==> config.mk <==
export PLATFORM = sky130hd
export DESIGN_NAME = lin_ctrl
export DESIGN_NICKNAME = d
export VERILOG_FILES = /design/src/lin_pkg.sv /design/src/lin_ctrl.sv /design/src/lin_master_fsm.sv /design/src/lin_rx.sv /design/src/lin_tx.sv /design/src/lin_bit_timer.sv
export SDC_FILE = /design/constraint.sdc
export NUM_CORES = 1
export LEC_CHECK = 0
export ABC_CLOCK_PERIOD_IN_PS = 7700
export BUFFER_PORTS_ARGS = -buffer_cell sky130_fd_sc_hd__buf_2
export CORE_ASPECT_RATIO = 2
export CORE_MARGIN = 10
export CORE_UTILIZATION = 40
export DETAILED_ROUTE_END_ITERATION = 8
export PLACE_DENSITY = 0.63
export RECOVER_POWER = 50
export SLEW_MARGIN = 20
export SYNTH_ARGS = -nofsm -noshare
export SYNTH_HDL_FRONTEND = slang
export SYNTH_SLANG_ARGS = --single-unit
==> constraint.sdc <==
create_clock -name clk -period 7.7 [get_ports clk]
set_input_delay 0.77 -clock clk [delete_from_list [all_inputs] [get_ports clk]]
set_output_delay 0.77 -clock clk [all_outputs]
set_load 0.01 [all_outputs]
==> src/lin_pkg.sv <==
// constants assume a 100 MHz clk; bit_time below 2 us is too short for mid-bit sampling
package lin_pkg;

  // ----------------------------------------------------------------------
  // timing
  // ----------------------------------------------------------------------
  localparam int CYCLES_PER_US     = 100;                     // 100 MHz clk
  localparam int BREAK_BITS        = 13;                      // dominant bits in break
  localparam int RESP_TIMEOUT_BITS = 14;                      // bit times per response byte
  localparam int CYC_W             = $clog2(CYCLES_PER_US);
  localparam logic [CYC_W-1:0] CYC_LAST = CYC_W'(CYCLES_PER_US - 1);
  localparam int TOUT_W            = $clog2(RESP_TIMEOUT_BITS + 1);
  localparam logic [TOUT_W-1:0] TOUT_LAST = TOUT_W'(RESP_TIMEOUT_BITS);
  localparam logic [3:0] BREAK_LAST = 4'(BREAK_BITS);        // index of delimiter bit
  localparam logic [3:0] BYTE_LAST  = 4'd9;                   // index of stop bit

  // ----------------------------------------------------------------------
  // frame fields
  // ----------------------------------------------------------------------
  localparam logic [7:0] SYNC_BYTE   = 8'h55;
  localparam logic [5:0] ID_LEN4_MIN = 6'd32;                 // ids 32..47 carry 4 bytes
  localparam logic [5:0] ID_LEN8_MIN = 6'd48;                 // ids 48..63 carry 8 bytes

  typedef logic [9:0] bit_time_t;                             // bit period in us
  localparam bit_time_t BIT_TIME_DEFAULT = 10'd50;            // 20 kbit/s

  typedef enum logic {
    OP_PUBLISH   = 1'b0,                                      // master sends response
    OP_SUBSCRIBE = 1'b1                                       // slave sends response
  } lin_op_t;

  typedef struct packed {
    lin_op_t     op;
    logic [5:0]  id;
    logic [63:0] data;                                        // left-justified, 63..56 first
    logic        enhanced;                                    // checksum includes pid
    bit_time_t   bit_time;
  } lin_req_t;

  typedef struct packed {
    logic timeout;                                            // slave silent
    logic bit_err;                                            // readback mismatch
    logic stop_err;                                           // dominant stop bit
    logic cks_err;                                            // bad response checksum
  } lin_err_t;

  typedef struct packed {
    logic [7:0]  pid;
    logic [63:0] data;
    logic [7:0]  cks;                                         // sent or received checksum
    lin_err_t    err;
  } lin_rsp_t;

endpackage
==> src/lin_ctrl.sv <==
// single channel master only; lin_rx must see the wired-AND bus including this node's lin_tx
`timescale 1ns/1ps

module lin_ctrl
  import lin_pkg::*;
(
  input  logic     clk,
  input  logic     rst,
  input  lin_req_t req,
  input  logic     req_valid,
  output logic     req_ready,
  output lin_rsp_t rsp,
  output logic     rsp_valid,
  input  logic     rsp_ready,
  input  logic     lin_rx,                   // bus from transceiver
  output logic     lin_tx                    // drive to transceiver
);

  logic       restart;
  bit_time_t  bit_time;
  logic       bit_tick;
  logic       sample_tick;
  logic       break_start;
  logic       byte_load;
  logic [7:0] tx_byte;
  logic       tx_done;
  logic       bit_err;
  logic       rx_line;
  logic       armed;
  logic       start_edge;
  logic       rx_done;
  logic [7:0] rx_byte;
  logic       stop_err;

  lin_bit_timer u_timer (
    .clk         (clk),
    .rst         (rst),
    .restart     (restart),
    .bit_time    (bit_time),
    .bit_tick    (bit_tick),
    .sample_tick (sample_tick)
  );

  lin_tx u_tx (
    .clk         (clk),
    .rst         (rst),
    .bit_tick    (bit_tick),
    .sample_tick (sample_tick),
    .break_start (break_start),
    .byte_load   (byte_load),
    .tx_byte     (tx_byte),
    .rx_line     (rx_line),                  // readback path
    .tx_done     (tx_done),
    .bit_err     (bit_err),
    .lin_tx      (lin_tx)
  );

  lin_rx u_rx (
    .clk         (clk),
    .rst         (rst),
    .lin_rx      (lin_rx),
    .sample_tick (sample_tick),
    .armed       (armed),
    .rx_line     (rx_line),
    .start_edge  (start_edge),
    .rx_done     (rx_done),
    .rx_byte     (rx_byte),
    .stop_err    (stop_err)
  );

  lin_master_fsm u_fsm (
    .clk         (clk),
    .rst         (rst),
    .req         (req),
    .req_valid   (req_valid),
    .req_ready   (req_ready),
    .rsp         (rsp),
    .rsp_valid   (rsp_valid),
    .rsp_ready   (rsp_ready),
    .restart     (restart),
    .bit_time    (bit_time),
    .bit_tick    (bit_tick),
    .break_start (break_start),
    .byte_load   (byte_load),
    .tx_byte     (tx_byte),
    .tx_done     (tx_done),
    .bit_err     (bit_err),
    .armed       (armed),
    .start_edge  (start_edge),
    .rx_done     (rx_done),
    .rx_byte     (rx_byte),
    .stop_err    (stop_err)
  );

endmodule

==> src/lin_master_fsm.sv <==
// one frame at a time; rsp holds until rsp_ready, and no new request is taken before that
`timescale 1ns/1ps

module lin_master_fsm
  import lin_pkg::*;
(
  input  logic       clk,
  input  logic       rst,
  input  lin_req_t   req,
  input  logic       req_valid,
  output logic       req_ready,
  output lin_rsp_t   rsp,
  output logic       rsp_valid,
  input  logic       rsp_ready,
  output logic       restart,                // to bit timer
  output bit_time_t  bit_time,
  input  logic       bit_tick,
  output logic       break_start,
  output logic       byte_load,
  output logic [7:0] tx_byte,
  input  logic       tx_done,
  input  logic       bit_err,
  output logic       armed,
  input  logic       start_edge,
  input  logic       rx_done,
  input  logic [7:0] rx_byte,
  input  logic       stop_err
);

  typedef enum logic [3:0] {
    S_IDLE, S_BREAK, S_SYNC, S_PID, S_DECIDE,
    S_TX_DATA, S_TX_CKS, S_WAIT_DATA, S_RX_DATA, S_WAIT_CKS, S_RX_CKS, S_DONE
  } state_t;

  state_t            state;
  state_t            state_nxt;
  lin_op_t           op_q;
  logic              enh_q;                  // enhanced checksum
  logic [7:0]        pid_q;
  logic [3:0]        len_q;                  // data bytes
  logic [63:0]       data_q;                 // sent or received data
  logic [3:0]        byte_cnt;
  logic [7:0]        cks_q;                  // running sum
  logic [TOUT_W-1:0] tout_cnt;               // bit times spent waiting
  logic [7:0]        pid_calc;
  logic [3:0]        len_calc;
  logic [7:0]        data_byte;
  logic [7:0]        cks_out;
  logic              cks_last;
  logic              accept;
  logic              data_load;
  logic              rx_store;
  logic              in_wait;
  logic              in_tx;
  lin_err_t          err_now;

  // 8-bit sum with end-around carry
  function automatic logic [7:0] cks_add(input logic [7:0] acc, input logic [7:0] b);
    logic [8:0] sum;
    sum = {1'b0, acc} + {1'b0, b};
    return sum[7:0] + {7'd0, sum[8]};
  endfunction

  // ----------------------------------------------------------------------
  // frame decode
  // ----------------------------------------------------------------------
  assign pid_calc = {~(req.id[1] ^ req.id[3] ^ req.id[4] ^ req.id[5]),  // p1
                     req.id[0] ^ req.id[1] ^ req.id[2] ^ req.id[4],     // p0
                     req.id};
  assign len_calc = (req.id >= ID_LEN8_MIN) ? 4'd8 :
                    (req.id >= ID_LEN4_MIN) ? 4'd4 : 4'd2;

  assign accept    = (state == S_IDLE) && req_valid;
  assign data_byte = data_q[{~byte_cnt[2:0], 3'b000} +: 8];  // byte 0 is 63..56
  assign cks_last  = (byte_cnt == len_q);
  assign in_wait   = (state == S_WAIT_DATA) || (state == S_WAIT_CKS);
  assign in_tx     = (state == S_BREAK) || (state == S_SYNC) || (state == S_PID) ||
                     (state == S_TX_DATA) || (state == S_TX_CKS);
  assign armed     = (state == S_RX_DATA) || (state == S_RX_CKS);
  assign data_load = byte_load && ((state == S_DECIDE) || ((state == S_TX_DATA) && !cks_last));
  assign rx_store  = (state == S_RX_DATA) && rx_done && !stop_err;

  assign err_now.timeout  = in_wait && (tout_cnt == TOUT_LAST);
  assign err_now.bit_err  = in_tx && bit_err;
  assign err_now.stop_err = armed && rx_done && stop_err;
  assign err_now.cks_err  = (state == S_RX_CKS) && rx_done &&
                            (cks_add(cks_q, rx_byte) != 8'hFF);  // sum plus cks is ff

  // ----------------------------------------------------------------------
  // sequencer
  // ----------------------------------------------------------------------
  always_comb
  begin
    state_nxt = state;
    if (|err_now)
      state_nxt = S_DONE;                    // first error ends the frame
    else
    begin
      case (state)
        S_IDLE:      state_nxt = accept ? S_BREAK : S_IDLE;
        S_BREAK:     state_nxt = tx_done ? S_SYNC : S_BREAK;
        S_SYNC:      state_nxt = tx_done ? S_PID : S_SYNC;
        S_PID:       state_nxt = tx_done ? S_DECIDE : S_PID;
        S_DECIDE:    state_nxt = (op_q == OP_PUBLISH) ? S_TX_DATA : S_WAIT_DATA;
        S_TX_DATA:   state_nxt = (tx_done && cks_last) ? S_TX_CKS : S_TX_DATA;
        S_TX_CKS:    state_nxt = tx_done ? S_DONE : S_TX_CKS;
        S_WAIT_DATA: state_nxt = start_edge ? S_RX_DATA : S_WAIT_DATA;
        S_RX_DATA:
        begin
          if (rx_done)
            state_nxt = (byte_cnt + 4'd1 == len_q) ? S_WAIT_CKS : S_WAIT_DATA;
        end
        S_WAIT_CKS:  state_nxt = start_edge ? S_RX_CKS : S_WAIT_CKS;
        S_RX_CKS:    state_nxt = rx_done ? S_DONE : S_RX_CKS;
        S_DONE:      state_nxt = rsp_ready ? S_IDLE : S_DONE;  // hold under back-pressure
        default:     state_nxt = S_IDLE;
      endcase
    end
  end

  assign restart     = (state != state_nxt);
  assign req_ready   = (state == S_IDLE);
  assign break_start = accept;

  always_comb
  begin
    case (state)
      S_BREAK, S_SYNC, S_TX_DATA: byte_load = tx_done;  // next byte right after stop
      S_DECIDE:                   byte_load = (op_q == OP_PUBLISH);
      default:                    byte_load = 1'b0;
    endcase
  end

  always_comb
  begin
    case (state)
      S_BREAK:   tx_byte = SYNC_BYTE;
      S_SYNC:    tx_byte = pid_q;
      S_TX_DATA: tx_byte = cks_last ? ~cks_q : data_byte;  // inverted sum last
      default:   tx_byte = data_byte;
    endcase
  end

  always_comb
  begin
    if (op_q == OP_PUBLISH)
      cks_out = ~cks_q;
    else if (state == S_RX_CKS)
      cks_out = rx_byte;
    else
      cks_out = '0;                          // no checksum arrived
  end

  // ----------------------------------------------------------------------
  // control registers
  // ----------------------------------------------------------------------
  always_ff @(posedge clk or posedge rst)
  begin
    if (rst)
    begin
      state     <= S_IDLE;
      byte_cnt  <= '0;
      tout_cnt  <= '0;
      rsp_valid <= 1'b0;
      bit_time  <= BIT_TIME_DEFAULT;
    end
    else
    begin
      state <= state_nxt;
      if (accept)
      begin
        byte_cnt <= '0;
        bit_time <= req.bit_time;
      end
      else if (data_load || rx_store)
        byte_cnt <= byte_cnt + 1'b1;
      if (restart)
        tout_cnt <= '0;
      else if (in_wait && bit_tick)
        tout_cnt <= tout_cnt + 1'b1;
      if ((state_nxt == S_DONE) && (state != S_DONE))
        rsp_valid <= 1'b1;
      else if (rsp_valid && rsp_ready)
        rsp_valid <= 1'b0;
    end
  end

  // frame payload and result record
  always_ff @(posedge clk)
  begin
    if (accept)
    begin
      op_q   <= req.op;
      enh_q  <= req.enhanced;
      pid_q  <= pid_calc;
      len_q  <= len_calc;
      data_q <= (req.op == OP_PUBLISH) ? req.data : '0;
      cks_q  <= '0;
    end
    else if ((state == S_PID) && tx_done && enh_q)
      cks_q <= cks_add(cks_q, pid_q);
    else if (data_load)
      cks_q <= cks_add(cks_q, data_byte);
    else if (rx_store)
    begin
      data_q[{~byte_cnt[2:0], 3'b000} +: 8] <= rx_byte;  // left-justified
      cks_q <= cks_add(cks_q, rx_byte);
    end
    if ((state_nxt == S_DONE) && (state != S_DONE))
      rsp <= '{pid: pid_q, data: data_q, cks: cks_out, err: err_now};
  end

endmodule

==> src/lin_rx.sv <==
// sampling needs the bit timer restarted at start_edge; armed low clears the bit index
`timescale 1ns/1ps

module lin_rx
  import lin_pkg::*;
(
  input  logic       clk,
  input  logic       rst,
  input  logic       lin_rx,                 // raw bus from transceiver
  input  logic       sample_tick,
  input  logic       armed,                  // receive one byte
  output logic       rx_line,
  output logic       start_edge,
  output logic       rx_done,
  output logic [7:0] rx_byte,
  output logic       stop_err
);

  logic       sync1;
  logic       sync2;
  logic       line_prev;                     // for edge detect
  logic [3:0] bit_idx;                       // 0 start, 1..8 data, 9 stop
  logic [7:0] shift;

  always_ff @(posedge clk or posedge rst)
  begin
    if (rst)
    begin
      sync1     <= 1'b1;                     // bus idles recessive
      sync2     <= 1'b1;
      line_prev <= 1'b1;
    end
    else
    begin
      sync1     <= lin_rx;
      sync2     <= sync1;
      line_prev <= sync2;
    end
  end

  assign rx_line    = sync2;
  assign start_edge = line_prev & ~sync2;    // falling edge

  // ----------------------------------------------------------------------
  // byte sampling
  // ----------------------------------------------------------------------
  always_ff @(posedge clk or posedge rst)
  begin
    if (rst)
    begin
      bit_idx  <= '0;
      rx_done  <= 1'b0;
      stop_err <= 1'b0;
    end
    else
    begin
      rx_done  <= 1'b0;
      stop_err <= 1'b0;
      if (!armed)
        bit_idx <= '0;
      else if (sample_tick)
      begin
        if (bit_idx == BYTE_LAST)
        begin
          bit_idx  <= '0;
          rx_done  <= 1'b1;
          stop_err <= ~sync2;                // stop must be recessive
        end
        else
          bit_idx <= bit_idx + 1'b1;
      end
    end
  end

  always_ff @(posedge clk)
  begin
    if (armed && sample_tick && (bit_idx != '0) && (bit_idx != BYTE_LAST))
      shift <= {sync2, shift[7:1]};          // lsb arrives first
  end

  assign rx_byte = shift;

endmodule

==> src/lin_tx.sv <==
// break_start and byte_load must only come while idle or on tx_done; bit_err drops the frame
`timescale 1ns/1ps

module lin_tx
  import lin_pkg::*;
(
  input  logic       clk,
  input  logic       rst,
  input  logic       bit_tick,
  input  logic       sample_tick,
  input  logic       break_start,
  input  logic       byte_load,
  input  logic [7:0] tx_byte,
  input  logic       rx_line,                // synchronized bus for readback
  output logic       tx_done,
  output logic       bit_err,
  output logic       lin_tx
);

  typedef enum logic [1:0] {
    TX_IDLE,
    TX_BREAK,
    TX_BYTE
  } tx_mode_t;

  tx_mode_t   mode;
  logic [3:0] bit_cnt;                       // bit index in break or byte
  logic [9:0] shift;                         // stop, data, start
  logic       last_bit;

  assign last_bit = (mode == TX_BREAK) ? (bit_cnt == BREAK_LAST) : (bit_cnt == BYTE_LAST);
  assign tx_done  = (mode != TX_IDLE) && bit_tick && last_bit;

  // bus level from mode, recessive when idle
  always_comb
  begin
    case (mode)
      TX_BREAK: lin_tx = (bit_cnt == BREAK_LAST);  // dominant until delimiter
      TX_BYTE:  lin_tx = shift[0];
      default:  lin_tx = 1'b1;
    endcase
  end

  // ----------------------------------------------------------------------
  // bit sequencing and readback
  // ----------------------------------------------------------------------
  always_ff @(posedge clk or posedge rst)
  begin
    if (rst)
    begin
      mode    <= TX_IDLE;
      bit_cnt <= '0;
      bit_err <= 1'b0;
    end
    else
    begin
      bit_err <= 1'b0;                       // single pulse
      if (break_start)
      begin
        mode    <= TX_BREAK;
        bit_cnt <= '0;
      end
      else if (byte_load)
      begin
        mode    <= TX_BYTE;
        bit_cnt <= '0;
      end
      else if (mode != TX_IDLE)
      begin
        if (sample_tick && (rx_line != lin_tx))
        begin
          bit_err <= 1'b1;
          mode    <= TX_IDLE;                // release bus
        end
        else if (bit_tick)
        begin
          if (last_bit)
            mode <= TX_IDLE;
          else
            bit_cnt <= bit_cnt + 1'b1;
        end
      end
    end
  end

  always_ff @(posedge clk)
  begin
    if (byte_load)
      shift <= {1'b1, tx_byte, 1'b0};        // lsb first after start bit
    else if (bit_tick)
      shift <= {1'b1, shift[9:1]};
  end

endmodule

==> src/lin_bit_timer.sv <==
// both ticks are combinational from the counters; restart zeroes them, so bit 0 starts next cycle
`timescale 1ns/1ps

module lin_bit_timer
  import lin_pkg::*;
(
  input  logic      clk,
  input  logic      rst,
  input  logic      restart,                 // realign to current cycle
  input  bit_time_t bit_time,
  output logic      bit_tick,                // last cycle of a bit
  output logic      sample_tick              // middle of a bit
);

  logic [CYC_W-1:0] cyc_cnt;                 // cycles within one us
  bit_time_t        us_cnt;                  // us within one bit
  logic             us_wrap;

  assign us_wrap = (cyc_cnt == CYC_LAST);

  always_ff @(posedge clk or posedge rst)
  begin
    if (rst)
    begin
      cyc_cnt <= '0;
      us_cnt  <= '0;
    end
    else if (restart)
    begin
      cyc_cnt <= '0;
      us_cnt  <= '0;
    end
    else if (us_wrap)
    begin
      cyc_cnt <= '0;
      us_cnt  <= bit_tick ? '0 : us_cnt + 1'b1;  // wrap at bit_time
    end
    else
    begin
      cyc_cnt <= cyc_cnt + 1'b1;
    end
  end

  assign bit_tick    = us_wrap && (us_cnt == bit_time - 1'b1);
  assign sample_tick = (cyc_cnt == '0) && (us_cnt == (bit_time >> 1));  // half bit in

endmodule

After elaboration in Yosys (flattened, before gate mapping)
Index checks and enable logic that the tools add are counted.
- flip-flop bits (word level): 243
- bits in latches: 0
- memory bits (writable): 0
- ROM bits: 0
- output and inout port bits: 87
- logic and storage cells: 221
- memories: 0
- add/subtract/negate cells: 14
- multiply operators: 0
- div/mod/pow operators: 0
- magnitude comparators: 2
- eq/ne operators: 33
- shifts and indexed selects: 3
- multiplexer cells: 70
- bitwise gates (word level): 12
- reductions and logical operators: 55
- operators with widths (cell ; count):
    $mux 64 ; 5
    $mux 4 ; 19
    $bwmux 64 ; 1
    $shift 8x8->64 const A ; 1
    $shiftx 64x7->8 ; 1
    $shiftx 8x8->64 ; 1
    $mux 8 ; 6
    $pmux 4 s12 ; 1
    $eq 4x4->1 const B ; 9
    $mux 10 ; 3
    $add 8x8->9 ; 3
    $logic_and 1x1->1 ; 25
    $add 8x1->8 ; 3
    $pmux 8 s3 ; 1
    $mux 2 ; 10
    $mux 9 ; 2
    $add 4x1->4 const B ; 4
    $eq 4x3->1 const B ; 4
    $mux 1 ; 16
    $mux 7 ; 2
    $reduce_bool 2->1 ; 7
    $ge 6x6->1 const B ; 2
    $reduce_bool 4->1 ; 3
    $add 10x1->10 const B ; 1
    other kinds (34) ; 59

Logic depth before layout (Yosys ltp)
- depth in word-level cells: 12
- mapped depth: 18
- gate-level depth less buffers: 17

Modules after synthesis
From an unflattened synthesis, not the netlist that was laid out.
- cells, all modules: 1083
- area, all modules: 12797.3 sq um
- by module, submodules not included (module ; instances ; cells each ; area an instance (sq um)):
    lin_master_fsm ; 1 ; 803 ; 9912.0
    lin_bit_timer ; 1 ; 155 ; 1357.6
    lin_tx ; 1 ; 77 ; 854.6
    lin_rx ; 1 ; 48 ; 673.1

Worst setup path after synthesis
No wires, ideal clock.
- path type: reg2reg
- from: register u_fsm.byte_cnt[0]
- to: register u_fsm.rsp[0] (netlist name)
- arrival time: 6366 ps
- slack: 806 ps
- stages on the path, launching flop included: 12
- buffers on the path: 2
- clock period less this slack: 6894 ps
- path through: dfrtp_1 -> clkbuf_1 -> buf_1 -> inv_1 -> ha_1 -> xnor2_1 -> nand4_1 -> o211a_1 -> o311ai_0 -> o21ai_0 -> and2_1 -> nor2_1
- cells in the longest elaborated chain, start to end: 8
- elaborated cells between the ends (all ways): 11
- those cells by class: 1 x add/sub; 3 x eq/ne; 5 x mux; 2 x reduce/logical
- ends and longest elaborated chain (element ; line ; text):
    from (decl) ; lin_master_fsm.sv:42 ; logic [3:0] byte_cnt;
    from (signal assigned) ; lin_master_fsm.sv:176 ; byte_cnt <= byte_cnt + 1'b1;
    $add 4x1->4 ; lin_master_fsm.sv:111 ; state_nxt = (byte_cnt + 4'd1 == len_q) ? S_WAIT_CKS : S_WAIT_DATA;
    $eq 4x4->1 ; lin_master_fsm.sv:111 ;
    $mux 4 ; lin_master_fsm.sv:111 ;
    $mux 4 ; lin_master_fsm.sv:110 ; if (rx_done)
    $pmux 4 s12 (*) ; lin_master_fsm.sv:99 ; case (state)
    $mux 4 (*) ; lin_master_fsm.sv:95 ; if (|err_now)
    $eq 4x4->1 (*) ; lin_master_fsm.sv:209 ; if ((state_nxt == S_DONE) && (state != S_DONE))
    $logic_and 1x1->1 (*) ; lin_master_fsm.sv:209 ;
Every way passes the cells marked *; elsewhere a longest branch is shown, timed or not.
A chain may end at the register's enable or synchronous reset.

Final worst setup path
- from: register u_fsm.state[3]
- to: register u_fsm.data_q[6] (data pin)
- cells in the longest elaborated chain, start to end: 3
- ends and longest elaborated chain (element ; line ; text):
    from (decl) ; lin_master_fsm.sv:35 ; state_t state;
    from (signal assigned) ; lin_master_fsm.sv:169 ; state <= state_nxt;
    $logic_not 4->1 ; lin_master_fsm.sv:73 ; assign accept = (state == S_IDLE) && req_valid;
    $logic_and 1x1->1 ; lin_master_fsm.sv:73 ;
    $mux 64 ; lin_master_fsm.sv:191 ; if (accept)
    to (signal assigned) ; lin_master_fsm.sv:197 ; data_q <= (req.op == OP_PUBLISH) ? req.data : '0;
    to (signal, indexed assignment) ; lin_master_fsm.sv:206 ; data_q[{~byte_cnt[2:0], 3'b000} +: 8] <= rx_byte;
    to (decl) ; lin_master_fsm.sv:41 ; logic [63:0] data_q;
No other way between the ends.

==> impl_metrics.tcl <==
set metrics [dict create \
    status "complete, but fails checks" \
    violations "capacitance limit, slew limit" \
    die_w_um 147 \
    synth-seq-area-share 0.534 \
    hold_path.class "in -> reg" \
    synth_cells 1108 \
    cts_tree "yes" \
    grt_overflow 0 \
    r2r_end "u_fsm.data_q[6]" \
    core_area_um2 32100 \
    ys_async_sr_fraction 0.231 \
    endpoint_kind "register" \
    place_inst 1657 \
    ys_warn_count 0 \
    boundaryPins 174 \
    cts_buffers 22 \
    postRouteAntennaNets 0 \
    yosys-top-cells-count "edfxtp_1 (177), nand2_1 (94), nor2_1 (69)" \
    timing.rr.start "u_fsm.state[3]" \
    synth_edf_count 177 \
    drc 0 \
    initial_core_util 0.402 \
    synth_seq_cells 242 \
    die_height_um 274 \
    min_period_over_period 0.680 \
    rsz0062_at_grt "no" \
    wire_per_inst_um 24.2 \
    cts.root.buffer_cell "clkbuf_16" \
    reg2regPathDepth 8 \
    finalSetupViolations 0 \
    gr-usage-met2 0.400 \
    fin_tns_setup_ns 0 \
    p_per_area_nw_per_um2 318 \
    grt_max_degree 71 \
    top_usage_layer "met2" \
    syn_nets 1245 \
    tightest_slew_ns 3.23 \
    final_layout_size_suffix_gt1_frac 0.151 \
    yosysMostFrequentCell "edfxtp_1" \
    post_cts_resize_count 0 \
    final_area_um2 14800 \
    num_rows 93 \
    antenna_found_initial 0 \
    synth_top_area_share 0.411 \
    hpwl_mm 32.0 \
    worstSetupStartpoint "u_fsm.state[3]" \
    relSlewSlack -1.16 \
    area_growth_pct 14.2 \
    cts-hold-fix-buffers 0 \
    holdWs_ns 0.339 \
    drv_cap 3 \
    nets 1391 \
    post-route-util 0.460 \
    first_global_vias 10200 \
    yosys_most_used_dff "edfxtp_1" \
    crit_path_start_kind "register" \
    fp.dieArea_um2 40300 \
    globalplace.congestion 0.947 \
    finalNonFillerCells 1696 \
    slew_viol_final 119 \
    use_met1 0.174 \
    netlist_area_um2 12900 \
    synth_area_leaders "edfxtp_1 (41%), dfrtp_1 (9.7%), ha_1 (4.6%), a22o_1 (4.1%), xnor2_1 (3.5%)" \
    ctsLongestPathBuffers 3 \
    finalCriticalPeriod_ns 5.24 \
    cts_setup_buffers 0 \
    critPathKind "reg -> reg" \
    crit_arrival_ns 5.63 \
    track_usage 0.198 \
    fin_skew_ns 0.00942 \
    grt_pass1_wl_mm 61.2 \
    critPathRequiredTime_ns 8.10 \
    clk_latency_ns 0.53 \
    drtIter0Drc 555 \
    num_vias 9646 \
    placed_area_um2 14200 \
    hold_violations 0 \
    irDropWorstVdd_mv 0.173 \
    critPathMaxFanout 38 \
    syn_area_per_cell_um2 11.7 \
    yosysTopAreaCell "edfxtp_1" \
    reg2reg_slack_ns 2.46 \
    crit_path_end "u_fsm.data_q[6]" \
    wl_mm 41.0 \
    drt-pass1-iter-count 5 \
    fmax_mhz 191 \
    clock-sinks 242 \
    portBuffers 173 \
    viasPerCell 5.69 \
    htreeDepth 1 \
    yosysUniqueCellTypes 79 \
    leakagePower_nw 5.48 \
    clkTransAtPathRegs_ns 0.07 \
    use_met3 0.0310 \
    num_antenna_cells 0 \
]
per-stage QoR:
step	total power, W	worst slack (ns)
final	0.00469	2.46
after global routing	0.00494	2.16
after CTS	0.00472	2.67
after detailed placement	0.00360	2.71
after global placement	0.00358	2.82
after floorplan	0.00305	0.806
worst min path at each step:
stage | from | endpoint | depth (start not counted) | slack, ns
6_report | lin_rx | u_rx.sync1 | 1 | 0.34
5_1_grt | lin_rx | u_rx.sync1 | 1 | 0.33
4_1_cts | lin_rx | u_rx.sync1 | 1 | 0.33
3_5_place_dp | u_rx.sync1 | u_rx.rx_line | 0 | 0.35
3_3_place_gp | u_rx.sync1 | u_rx.rx_line | 0 | 0.35
2_1_floorplan | u_rx.sync1 | u_rx.rx_line | 0 | 0.35
layer usage:
layer / routed length (um) / part of all wire
met5: 0 / 0
met4: 2540 / 0.062
met3: 1890 / 0.046
met2: 23900 / 0.58
met1: 12600 / 0.31
worst max-delay path, cell delays in order, from the launching register on:
cell	delay, ns
dfrtp_1	0.72
or2_0	0.58
nor2_1	0.17
nand2_1	0.10
clkbuf_1	1.17
clkinv_1	0.27
clkbuf_1	0.93
nor2_1	0.90
a22o_1	0.23
registers in the layout, indices dropped and copies added (netlist names), 2 cells and up:
register and flops:
u_tx.bit_cnt 4, u_fsm.bit_time 10, u_rx.rx_byte 8, u_fsm.byte_cnt 4, u_fsm.state 4, u_rx.bit_idx 4, u_timer.cyc_cnt 7, u_fsm.cks_q 8
u_fsm.tout_cnt 4, u_fsm.data_q 64, u_timer.us_cnt 10, u_tx.mode 2, u_tx.shift 9, u_fsm.len_q 3, u_fsm.pid_q 8, u_fsm.rsp 84
where the power goes:
| part | leakage (nW) | switching, W | internal (W) |
|---|---|---|---|
| combinational | 2.74 | 0.00105 | 0.000706 |
| clock | 0.347 | 0.000506 | 0.000618 |
| sequential | 2.39 | 0.000223 | 0.00159 |
cell type report:
class,instances,area (um2)
Tap cell,427,534
Clock buffer,25,583
Multi-Input combinational cell,766,5630
Sequential cell,242,6900
Inverter,35,131
Fill cell,3089,17400
Timing Repair Buffer,187,843
Clock inverter,14,138
cell families (layout without fill, tap and decap cells):
| family | count (synthesis) | in the layout | synth area share |
|---|---|---|---|
| AND/OR/NAND/NOR | 360 | 360 | 0.147 |
| buffers and inverters | 100 | 261 | 0.0325 |
| multiplexers | 35 | 35 | 0.0436 |
| AO/OA/AOI/OAI | 238 | 238 | 0.135 |
| flip-flops | 242 | 242 | 0.534 |
| XOR/XNOR | 83 | 83 | 0.0574 |
| adder cells (fa/ha/maj) | 50 | 50 | 0.0502 |
placed cells by master (no fill, tap or decap), drive strengths merged, types with 33 or more instances in the layout:
cell type,instances
a22o,60
edfxtp,177
nand2,94
clkbuf,121
buf,91
ha,47
o21ai,54
inv,36
dfrtp,50
nor2,69
xnor2,51
a21oi,33
Power figures use the tool's default switching activity.
